[config.mk]
export PLATFORM = sky130hd
export DESIGN_NAME = ifu_top
export DESIGN_NICKNAME = d
export VERILOG_FILES = /design/src/ifu_pkg.sv /design/src/ifu_fetch_ctl.sv /design/src/ifu_fetch_buf.sv /design/src/ifu_align.sv /design/src/ifu_top.sv
export VERILOG_INCLUDE_DIRS = /design/src
export SDC_FILE = /design/constraint.sdc
export NUM_CORES = 1
export LEC_CHECK = 0
export BUFFER_PORTS_ARGS = -buffer_cell sky130_fd_sc_hd__buf_2
export CAP_MARGIN = 5
export CORE_MARGIN = 10
export CORE_UTILIZATION = 50
export CTS_CLUSTER_DIAMETER = 30
export CTS_CLUSTER_SIZE = 14
export DETAILED_ROUTE_END_ITERATION = 8
export MAX_ROUTING_LAYER = met4
export PLACE_DENSITY = 0.67
export SYNTH_ARGS = -nofsm -noshare
export SYNTH_HDL_FRONTEND = slang
export SYNTH_SLANG_ARGS = --single-unit
[constraint.sdc]
create_clock -name clk -period 5.1 [get_ports clk]
set_clock_uncertainty 0.1 [all_clocks]
set_input_delay 0.51 -clock clk [delete_from_list [all_inputs] [get_ports clk]]
set_output_delay 0.51 -clock clk [all_outputs]
set_load 0.02 [all_outputs]
[src/ifu_cfg.svh]
`ifndef IFU_CFG_SVH
`define IFU_CFG_SVH

//************************************************
// Fetch path sizing
//************************************************

// Byte address width of the fetch bus
`define IFU_ADDR_W     32

// Width of one fetched word
`define IFU_WORD_W     32

`define IFU_FB_DEPTH   4     // Fetch buffer entries
`define IFU_MAX_OUTST  2     // Reads in flight at once

`endif

[src/ifu_pkg.sv]
`default_nettype none
`include "ifu_cfg.svh"

package ifu_pkg;

   //************************************************
   // Fetch buffer entry
   //************************************************
   typedef struct packed {
      logic [`IFU_WORD_W-1:0] word;     // Fetched word as returned by the bus
      logic [`IFU_ADDR_W-1:1] pc;       // Halfword pc where use of the word starts
      logic                   fault;    // Bus error on this word
   } ifu_fetch_t;

   // Two 16-bit parcels of one word, high parcel first
   typedef struct packed {
      logic [15:0] hi;                  // Parcel at byte offset 2
      logic [15:0] lo;                  // Parcel at byte offset 0
   } ifu_parcel_t;

   typedef union packed {
      logic [`IFU_WORD_W-1:0] full;     // Word as one full instruction
      ifu_parcel_t            half;     // Word as two parcels
   } ifu_word_u;

   //************************************************
   // Decode side and redirect
   //************************************************
   typedef struct packed {
      logic [`IFU_WORD_W-1:0] instr;    // Compressed form is zero-extended
      logic [`IFU_ADDR_W-1:1] pc;
      logic                   pc4;      // 4-byte instruction
      logic                   fault;    // Access fault
   } ifu_instr_t;

   typedef struct packed {
      logic                   valid;    // One-cycle redirect strobe
      logic [`IFU_ADDR_W-1:1] pc;       // Restart pc, any halfword
   } ifu_flush_t;

endpackage

`default_nettype wire

[src/ifu_fetch_ctl.sv]
`timescale 1ns/1ps
`default_nettype none
`include "ifu_cfg.svh"

module ifu_fetch_ctl
   import ifu_pkg::*;
(
   input  logic                                 clk,
   input  logic                                 arst_n,
   input  ifu_flush_t                           flush,      // Redirect
   output logic [`IFU_ADDR_W-1:0]               araddr,     // AXI4-Lite read address
   output logic                                 arvalid,
   input  logic                                 arready,
   input  logic [`IFU_WORD_W-1:0]               rdata,      // AXI4-Lite read data
   input  logic [1:0]                           rresp,
   input  logic                                 rvalid,
   output logic                                 rready,
   input  logic [$clog2(`IFU_FB_DEPTH+1)-1:0]   fb_count,   // Buffer occupancy
   output logic                                 fb_push,
   output ifu_fetch_t                           fb_wdata
);

   localparam int CW = $clog2(`IFU_FB_DEPTH+1);
   localparam int OW = $clog2(`IFU_MAX_OUTST+1);
   localparam int QW = (`IFU_MAX_OUTST > 1) ? $clog2(`IFU_MAX_OUTST) : 1;

   logic [`IFU_ADDR_W-1:1] fetch_pc;                       // Next pc to request
   logic                   run_q;                          // Low only during reset
   logic [OW-1:0]          outst_q;                        // Reads in flight
   logic [OW-1:0]          outst_d;
   logic [OW-1:0]          discard_q;                      // Responses still to drop
   logic [`IFU_ADDR_W-1:1] pcq [`IFU_MAX_OUTST];           // Start pcs of reads in flight
   logic [QW-1:0]          wptr_q;
   logic [QW-1:0]          rptr_q;
   logic [CW:0]            credit_sum;
   logic                   ar_fire;
   logic                   r_fire;

   function automatic logic [QW-1:0] qnext(input logic [QW-1:0] p);
      qnext = (p == QW'(`IFU_MAX_OUTST-1)) ? '0 : p + 1'b1;   // Wrap at queue end
   endfunction

   //************************************************
   // Read address issue
   //************************************************
   // Buffer entries plus reads in flight only grow on an address accept
   // so arvalid holds until arready once raised
   assign credit_sum = (CW+1)'(fb_count) + (CW+1)'(outst_q);
   assign arvalid    = run_q && (credit_sum < (CW+1)'(`IFU_FB_DEPTH))
                             && (outst_q < OW'(`IFU_MAX_OUTST));
   assign araddr     = {fetch_pc[`IFU_ADDR_W-1:2], 2'b00};   // Word aligned
   assign ar_fire    = arvalid && arready;

   //************************************************
   // Read response
   //************************************************
   assign rready         = 1'b1;                           // Always sink responses
   assign r_fire         = rvalid && rready;
   assign fb_push        = r_fire && (discard_q == '0) && !flush.valid;
   assign fb_wdata.word  = rdata;
   assign fb_wdata.pc    = pcq[rptr_q];                    // Oldest read in flight
   assign fb_wdata.fault = |rresp;                         // SLVERR or DECERR

   assign outst_d = outst_q + OW'(ar_fire) - OW'(r_fire);

   always_ff @(posedge clk or negedge arst_n) begin
      if (!arst_n) begin
         run_q     <= 1'b0;
         fetch_pc  <= '0;                                  // Boot from address 0
         outst_q   <= '0;
         discard_q <= '0;
         wptr_q    <= '0;
         rptr_q    <= '0;
      end else begin
         run_q   <= 1'b1;
         outst_q <= outst_d;
         if (ar_fire) begin
            wptr_q <= qnext(wptr_q);
         end
         if (r_fire) begin
            rptr_q <= qnext(rptr_q);                       // Dropped reads pop too
         end
         if (flush.valid) begin
            fetch_pc  <= flush.pc;                         // Restart at target
            discard_q <= outst_d;                          // Everything in flight is stale
         end else begin
            if (ar_fire) begin
               fetch_pc <= {fetch_pc[`IFU_ADDR_W-1:2] + 1'b1, 1'b0};
            end
            if (r_fire && (discard_q != '0)) begin
               discard_q <= discard_q - 1'b1;
            end
         end
      end
   end

   always_ff @(posedge clk) begin
      if (ar_fire) begin
         pcq[wptr_q] <= fetch_pc;                          // First read after flush keeps pc[1]
      end
   end

   // Request held with fixed address until the slave takes it
   a_ar_hold: assert property (@(posedge clk) disable iff (!arst_n)
      arvalid && !arready && !flush.valid |=> arvalid && $stable(araddr));

endmodule

`default_nettype wire

[src/ifu_fetch_buf.sv]
`timescale 1ns/1ps
`default_nettype none
`include "ifu_cfg.svh"

module ifu_fetch_buf
   import ifu_pkg::*;
(
   input  logic                                 clk,
   input  logic                                 arst_n,
   input  ifu_flush_t                           flush,      // Clears all entries
   input  logic                                 fb_push,
   input  ifu_fetch_t                           fb_wdata,
   input  logic                                 fb_pop,
   output logic                                 fb_valid,   // Head entry present
   output ifu_fetch_t                           fb_rdata,   // Head entry
   output logic [$clog2(`IFU_FB_DEPTH+1)-1:0]   fb_count
);

   localparam int CW = $clog2(`IFU_FB_DEPTH+1);
   localparam int AW = (`IFU_FB_DEPTH > 1) ? $clog2(`IFU_FB_DEPTH) : 1;

   ifu_fetch_t    mem [`IFU_FB_DEPTH];                     // Entry storage
   logic [AW-1:0] wptr_q;
   logic [AW-1:0] rptr_q;
   logic [CW-1:0] count_q;
   logic          do_push;
   logic          do_pop;

   function automatic logic [AW-1:0] pnext(input logic [AW-1:0] p);
      pnext = (p == AW'(`IFU_FB_DEPTH-1)) ? '0 : p + 1'b1;
   endfunction

   assign do_push  = fb_push && !flush.valid;
   assign do_pop   = fb_pop && fb_valid && !flush.valid;
   assign fb_valid = (count_q != '0);
   assign fb_rdata = mem[rptr_q];
   assign fb_count = count_q;

   always_ff @(posedge clk or negedge arst_n) begin
      if (!arst_n) begin
         wptr_q  <= '0;
         rptr_q  <= '0;
         count_q <= '0;
      end else if (flush.valid) begin
         wptr_q  <= '0;                                    // Drop every entry
         rptr_q  <= '0;
         count_q <= '0;
      end else begin
         if (do_push) begin
            wptr_q <= pnext(wptr_q);
         end
         if (do_pop) begin
            rptr_q <= pnext(rptr_q);
         end
         count_q <= count_q + CW'(do_push) - CW'(do_pop);
      end
   end

   always_ff @(posedge clk) begin
      if (do_push) begin
         mem[wptr_q] <= fb_wdata;
      end
   end

   // Fetch credit keeps the controller from pushing into a full buffer
   a_no_overflow: assert property (@(posedge clk) disable iff (!arst_n)
      fb_push |-> (count_q != CW'(`IFU_FB_DEPTH)));

endmodule

`default_nettype wire

[src/ifu_align.sv]
`timescale 1ns/1ps
`default_nettype none
`include "ifu_cfg.svh"

module ifu_align
   import ifu_pkg::*;
(
   input  logic        clk,
   input  logic        arst_n,
   input  ifu_flush_t  flush,          // Drops held parcel and output
   input  logic        fb_valid,
   input  ifu_fetch_t  fb_rdata,       // Buffer head
   output logic        fb_pop,         // Head word fully used
   output ifu_instr_t  instr,          // To decode
   output logic        instr_valid,
   input  logic        instr_ready
);

   ifu_word_u              w;                      // Head word, both views
   logic [`IFU_ADDR_W-1:2] waddr;                  // Word address of head
   logic                   pos_hi;                 // Next parcel is the high one
   logic                   lo_used_q;              // Low parcel of head consumed
   logic                   held_v_q;               // First half of a straddler held
   logic [15:0]            held_par_q;
   logic [`IFU_ADDR_W-1:1] held_pc_q;
   logic                   can_load;               // Output stage free this cycle
   logic                   step;
   logic                   emit;
   logic                   pop_c;
   logic                   hold_c;
   logic                   lo_used_d;
   ifu_instr_t             instr_d;
   ifu_instr_t             instr_q;
   logic                   valid_q;

   // Parcel is RVC unless its two low bits are both one
   function automatic logic is_rvc(input logic [15:0] p);
      is_rvc = (p[1:0] != 2'b11);
   endfunction

   assign w        = fb_rdata.word;
   assign waddr    = fb_rdata.pc[`IFU_ADDR_W-1:2];
   assign pos_hi   = fb_rdata.pc[1] | lo_used_q;   // Flush target may start mid word
   assign can_load = !valid_q || instr_ready;
   assign step     = can_load && fb_valid && !flush.valid;
   assign fb_pop   = step && pop_c;

   //************************************************
   // Parcel selection
   //************************************************
   always_comb begin
      emit      = 1'b1;
      pop_c     = 1'b0;
      hold_c    = 1'b0;
      lo_used_d = 1'b0;
      instr_d   = '0;
      if (fb_rdata.fault) begin
         instr_d.pc    = held_v_q ? held_pc_q : {waddr, pos_hi};   // Start of faulting instr
         instr_d.pc4   = held_v_q;
         instr_d.fault = 1'b1;                     // Value stays zero
         pop_c         = 1'b1;                     // Held parcel dropped below
      end else if (held_v_q) begin
         instr_d.instr = {w.half.lo, held_par_q};  // Join straddling halves
         instr_d.pc    = held_pc_q;
         instr_d.pc4   = 1'b1;
         lo_used_d     = 1'b1;                     // High parcel still pending
      end else if (!pos_hi) begin
         instr_d.pc = {waddr, 1'b0};
         if (is_rvc(w.half.lo)) begin
            instr_d.instr = {16'h0000, w.half.lo};
            lo_used_d     = 1'b1;
         end else begin
            instr_d.instr = w.full;                // Aligned full instruction
            instr_d.pc4   = 1'b1;
            pop_c         = 1'b1;
         end
      end else begin
         instr_d.pc = {waddr, 1'b1};
         pop_c      = 1'b1;
         if (is_rvc(w.half.hi)) begin
            instr_d.instr = {16'h0000, w.half.hi};
         end else begin
            emit   = 1'b0;                         // Wait for next word
            hold_c = 1'b1;
         end
      end
   end

   //************************************************
   // Output stage and parcel hold
   //************************************************
   always_ff @(posedge clk or negedge arst_n) begin
      if (!arst_n) begin
         valid_q   <= 1'b0;
         lo_used_q <= 1'b0;
         held_v_q  <= 1'b0;
      end else if (flush.valid) begin
         valid_q   <= 1'b0;
         lo_used_q <= 1'b0;
         held_v_q  <= 1'b0;
      end else begin
         if (can_load) begin
            valid_q <= step && emit;
         end
         if (step) begin
            lo_used_q <= lo_used_d;
            held_v_q  <= hold_c;                   // Fault or join clears it
         end
      end
   end

   always_ff @(posedge clk) begin
      if (step && emit) begin
         instr_q <= instr_d;
      end
      if (step && hold_c) begin
         held_par_q <= w.half.hi;
         held_pc_q  <= {waddr, 1'b1};
      end
   end

   assign instr       = instr_q;
   assign instr_valid = valid_q;

   // Decode sees a steady instruction under back-pressure
   a_instr_hold: assert property (@(posedge clk) disable iff (!arst_n)
      valid_q && !instr_ready && !flush.valid |=> valid_q && $stable(instr_q));

endmodule

`default_nettype wire

[src/ifu_top.sv]
`timescale 1ns/1ps
`default_nettype none
`include "ifu_cfg.svh"

module ifu_top
   import ifu_pkg::*;
(
   input  logic                     clk,
   input  logic                     arst_n,
   input  ifu_flush_t               flush,          // Redirect from outside
   output logic [`IFU_ADDR_W-1:0]   araddr,         // AXI4-Lite ar channel
   output logic                     arvalid,
   input  logic                     arready,
   input  logic [`IFU_WORD_W-1:0]   rdata,          // AXI4-Lite r channel
   input  logic [1:0]               rresp,
   input  logic                     rvalid,
   output logic                     rready,
   output ifu_instr_t               instr,          // Decode handshake
   output logic                     instr_valid,
   input  logic                     instr_ready
);

   logic                                fb_push;
   ifu_fetch_t                          fb_wdata;
   logic                                fb_pop;
   logic                                fb_valid;
   ifu_fetch_t                          fb_rdata;
   logic [$clog2(`IFU_FB_DEPTH+1)-1:0]  fb_count;   // Feeds fetch credit

   //************************************************
   // Producer, buffer, consumer
   //************************************************
   ifu_fetch_ctl u_fetch_ctl (
      .clk(clk), .arst_n(arst_n), .flush(flush),
      .araddr(araddr), .arvalid(arvalid), .arready(arready),
      .rdata(rdata), .rresp(rresp), .rvalid(rvalid), .rready(rready),
      .fb_count(fb_count), .fb_push(fb_push), .fb_wdata(fb_wdata)
   );

   ifu_fetch_buf u_fetch_buf (
      .clk(clk), .arst_n(arst_n), .flush(flush),
      .fb_push(fb_push), .fb_wdata(fb_wdata), .fb_pop(fb_pop),
      .fb_valid(fb_valid), .fb_rdata(fb_rdata), .fb_count(fb_count)
   );

   ifu_align u_align (
      .clk(clk), .arst_n(arst_n), .flush(flush),
      .fb_valid(fb_valid), .fb_rdata(fb_rdata), .fb_pop(fb_pop),
      .instr(instr), .instr_valid(instr_valid), .instr_ready(instr_ready)
   );

endmodule

`default_nettype wire

==> results.json <==
{
  "outcome": "finished, final reports clean",
  "clkLatencyLatePin_ns": 0.61,
  "async_reset_ff_share_pct": 10.1,
  "synth_edf_count": 429,
  "worstPathCellList": "mux4_2 -> nor4_1 -> nor2b_4 -> buf_4",
  "setup_tns_ns": 0,
  "tightest_slew_ns": 1.07,
  "cp_num_buf_inv": 1,
  "p_leak_uw": 0.00818,
  "hold_viol": 0,
  "critical_path_class": "flop to flop",
  "drtIter0Drc": 792,
  "via_count": 10000,
  "synth.avg_cell_area_um2": 17.3,
  "end_kind": "flop",
  "crit_family": "simple AND/OR/NAND/NOR gates",
  "yosys-top-cells-count": "429 x edfxtp_1, 166 x nand2_1, 63 x mux4_2",
  "vias_per_cell": 5.49,
  "synth_most_common_cell": "edfxtp_1",
  "grt_pass1_vias": 10600,
  "io_pins": 171,
  "cts_root_buf": "clkbuf_16",
  "yosys.cell_types.count": 53,
  "clock-sinks": 477,
  "ys.flop_type": "edfxtp_1",
  "ys_seq_area_share_pct": 75.2,
  "max_stage_delay_ns": 0.81,
  "ys_warn_count": 0,
  "slowest_stage": "mux4_2",
  "cts_tree": "done",
  "start_util_pct": 50.9,
  "nNetsFinal": 1369,
  "ant_nets": 0,
  "gp_congestion": 0.786,
  "synth_seq_cells": 477,
  "grt_pass1_wl_mm": 61.4,
  "fill_cells": 2624,
  "syn-cell-area_um2": 18700,
  "hpwl_mm": 25.3,
  "drc": 0,
  "htree_levels": 3,
  "antenna_found_initial": 0,
  "cts_buffers": 91,
  "slew_violations": 0,
  "cap_violations": 0,
  "drt_pre_antenna_iters": 5,
  "clk_path_buf_depth": 3,
  "totalWireLength_mm": 39.6,
  "power.density_nw_per_um2": 582,
  "finalCriticalPeriod_ns": 3.76,
  "yosysTopAreaCell": "edfxtp_1",
  "yosys.area.top_type_share_pct": 68.8,
  "grt_max_degree": 74,
  "multi_input_area_um2": 4170,
  "design.core.area_um2": 36800,
  "wl_per_cell_um": 21.6,
  "synth.area.top_cells": "edfxtp_1 69%, mux4_2 7.6%, dfrtp_1 6.4%",
  "place_ws_ns": 1.30,
  "area_delta_synth_final_pct": 22.9,
  "min_path_type": "input port to flop",
  "clkTransAtPathRegs_ns": 0.05,
  "fp.dieW_um": 214,
  "cp.arrival_ns": 3.91,
  "ir_worst_vdd_uv": 286,
  "grt_overflow_total": 0,
  "regArea_um2": 14100,
  "setup_viol": 0,
  "drive_above_1_share_pct": 33.6,
  "fin_crit_sh_pct": 73.7,
  "start_kind": "flop",
  "rows": 70,
  "required_ns": 5.25,
  "maxClockFrequency_ghz": 0.266,
  "die_h_um": 214,
  "postSynthCellCount": 1083,
  "slew-limit-headroom_pct": 28.2,
  "portBuffers": 167,
  "fin_ws_ns": 1.34,
  "rsz0062_at_grt": "false",
  "holdWs_ns": 0.0180,
  "die_area_um2": 45600,
  "gr-usage-all-layers_pct": 18.2,
  "critPathMaxFanout": 31
}
-- final timing paths --
kind	startpoint	to	slack, ns	depth (start not counted)
max in group asynchronous	arst_n	u_fetch_buf.rptr_q[0]	3.89	3
worst max register to register	u_fetch_buf.rptr_q[0]	u_align.held_pc_q[22]	1.34	4
worst min register to register	u_fetch_ctl.rptr_q	u_fetch_ctl.rptr_q	0.37	1
min in group asynchronous	arst_n	u_fetch_ctl.fetch_pc[13]	0.47	3
worst min-delay path	flush[9]	u_fetch_ctl.fetch_pc[10]	0.02	3
worst max-delay path	u_fetch_buf.rptr_q[0]	u_align.held_pc_q[22]	1.34	4
-- worst register-to-register path, stage by stage (launching register included) --
cell	delay (ns)
dfrtp_4	0.75
mux4_2	0.81
nor4_1	0.70
nor2b_4	0.57
buf_4	0.46
-- cells in the final DEF (no fill, tap or decap), drive strengths merged, types with 5 or more instances in the layout --
cell type	n
xor2	6
edfxtp	429
nand4	9
inv	31
clkinv	37
clkinvlp	13
nor3	9
dfrtp	48
clkbuf	97
nand3	32
ha	12
nor4	14
xnor2	23
mux4	63
buf	185
a22o	16
a31oi	16
o21ai	26
mux2i	5
bufinv	10
a21oi	6
nor2	18
nand2	166
mux2	31
and2	7
-- cell type report --
cell class	count	area share [%]
Inverter	18	0.293
Tap cell	468	2.54
Antenna cell	1	0.0109
Sequential cell	477	61.2
Clock inverter	73	3.52
Timing Repair Buffer	187	4.30
Multi-Input combinational cell	510	18.1
Clock buffer	97	10.0
-- where the power goes --
| group | total [µW] | internal, µW | leakage [µW] | switching, µW |
|---|---|---|---|---|
| sequential | 5210 | 4950 | 0.00448 | 260 |
| clock | 5890 | 3850 | 0.00150 | 2040 |
| combinational | 2300 | 867 | 0.00220 | 1440 |
-- per-layer routing --
| metal | share of wire, % | vias up | global-route usage, % |
|---|---|---|---|
| met5 | 0 | - | - |
| met3 | 5.2 | 59 | 3.99 |
| met1 | 46 | 5077 | 25.2 |
| met4 | 1.9 | 0 | 6.60 |
| met2 | 46 | 313 | 26.1 |
| li1 | - | 4600 | - |
-- state kept, by name, indices dropped and copies added, names as in the netlist --
register	flops
u_align.lo_used_q	1
u_fetch_buf.rptr_q	2
u_fetch_ctl.wptr_q	1
u_fetch_ctl.fetch_pc	31
u_fetch_ctl.rptr_q	1
u_fetch_buf.wptr_q	2
u_fetch_ctl.run_q	1
u_align.instr	65
u_fetch_buf.mem	256
u_align.held_v_q	1
u_fetch_ctl.discard_q	2
u_align.instr_valid	1
u_fetch_ctl.outst_q	2
u_fetch_ctl.pcq	62
u_fetch_buf.fb_count	3
u_align.held_par_q	16
u_align.held_pc_q	30
-- cell families (layout without fill, tap and decap cells) --
logic type / Yosys count / count (layout) / synth area share (%)
flops: 477 / 477 / 75.2
simple gates: 284 / 284 / 7.15
other cells: 2 / 5 / 0.0401
xor+xnor: 29 / 29 / 1.36
buf+inv: 98 / 375 / 2.73
fa+ha+maj: 13 / 13 / 0.908
compound gates: 81 / 81 / 2.93
mux: 99 / 99 / 9.70
-- stage by stage --
| stage | area, µm² | power [µW] | cells | utilization (%) |
|---|---|---|---|---|
| 6_report | 23000 | 13400 | 1831 | 62.6 |
| 5_1_grt | 23000 | 14000 | 1830 | 62.6 |
| 4_1_cts | 23000 | 13500 | 1830 | 62.6 |
| 3_5_place_dp | 19900 | 7600 | 1658 | 54.0 |
| 3_3_place_gp | 19900 | 7540 | 1658 | 54.0 |
| 2_1_floorplan | 18700 | 6840 | 1085 | - |
-- repair_timing --
| action | 4_1_cts | 5_1_grt |
|---|---|---|
| hold endpoints to repair | 49 | 0 |
| hold buffers | 2 | 0 |
| buffers inserted | 0 | 0 |
| gates resized for setup | 0 | 0 |
No activity file was read; power rests on OpenSTA's default activity.
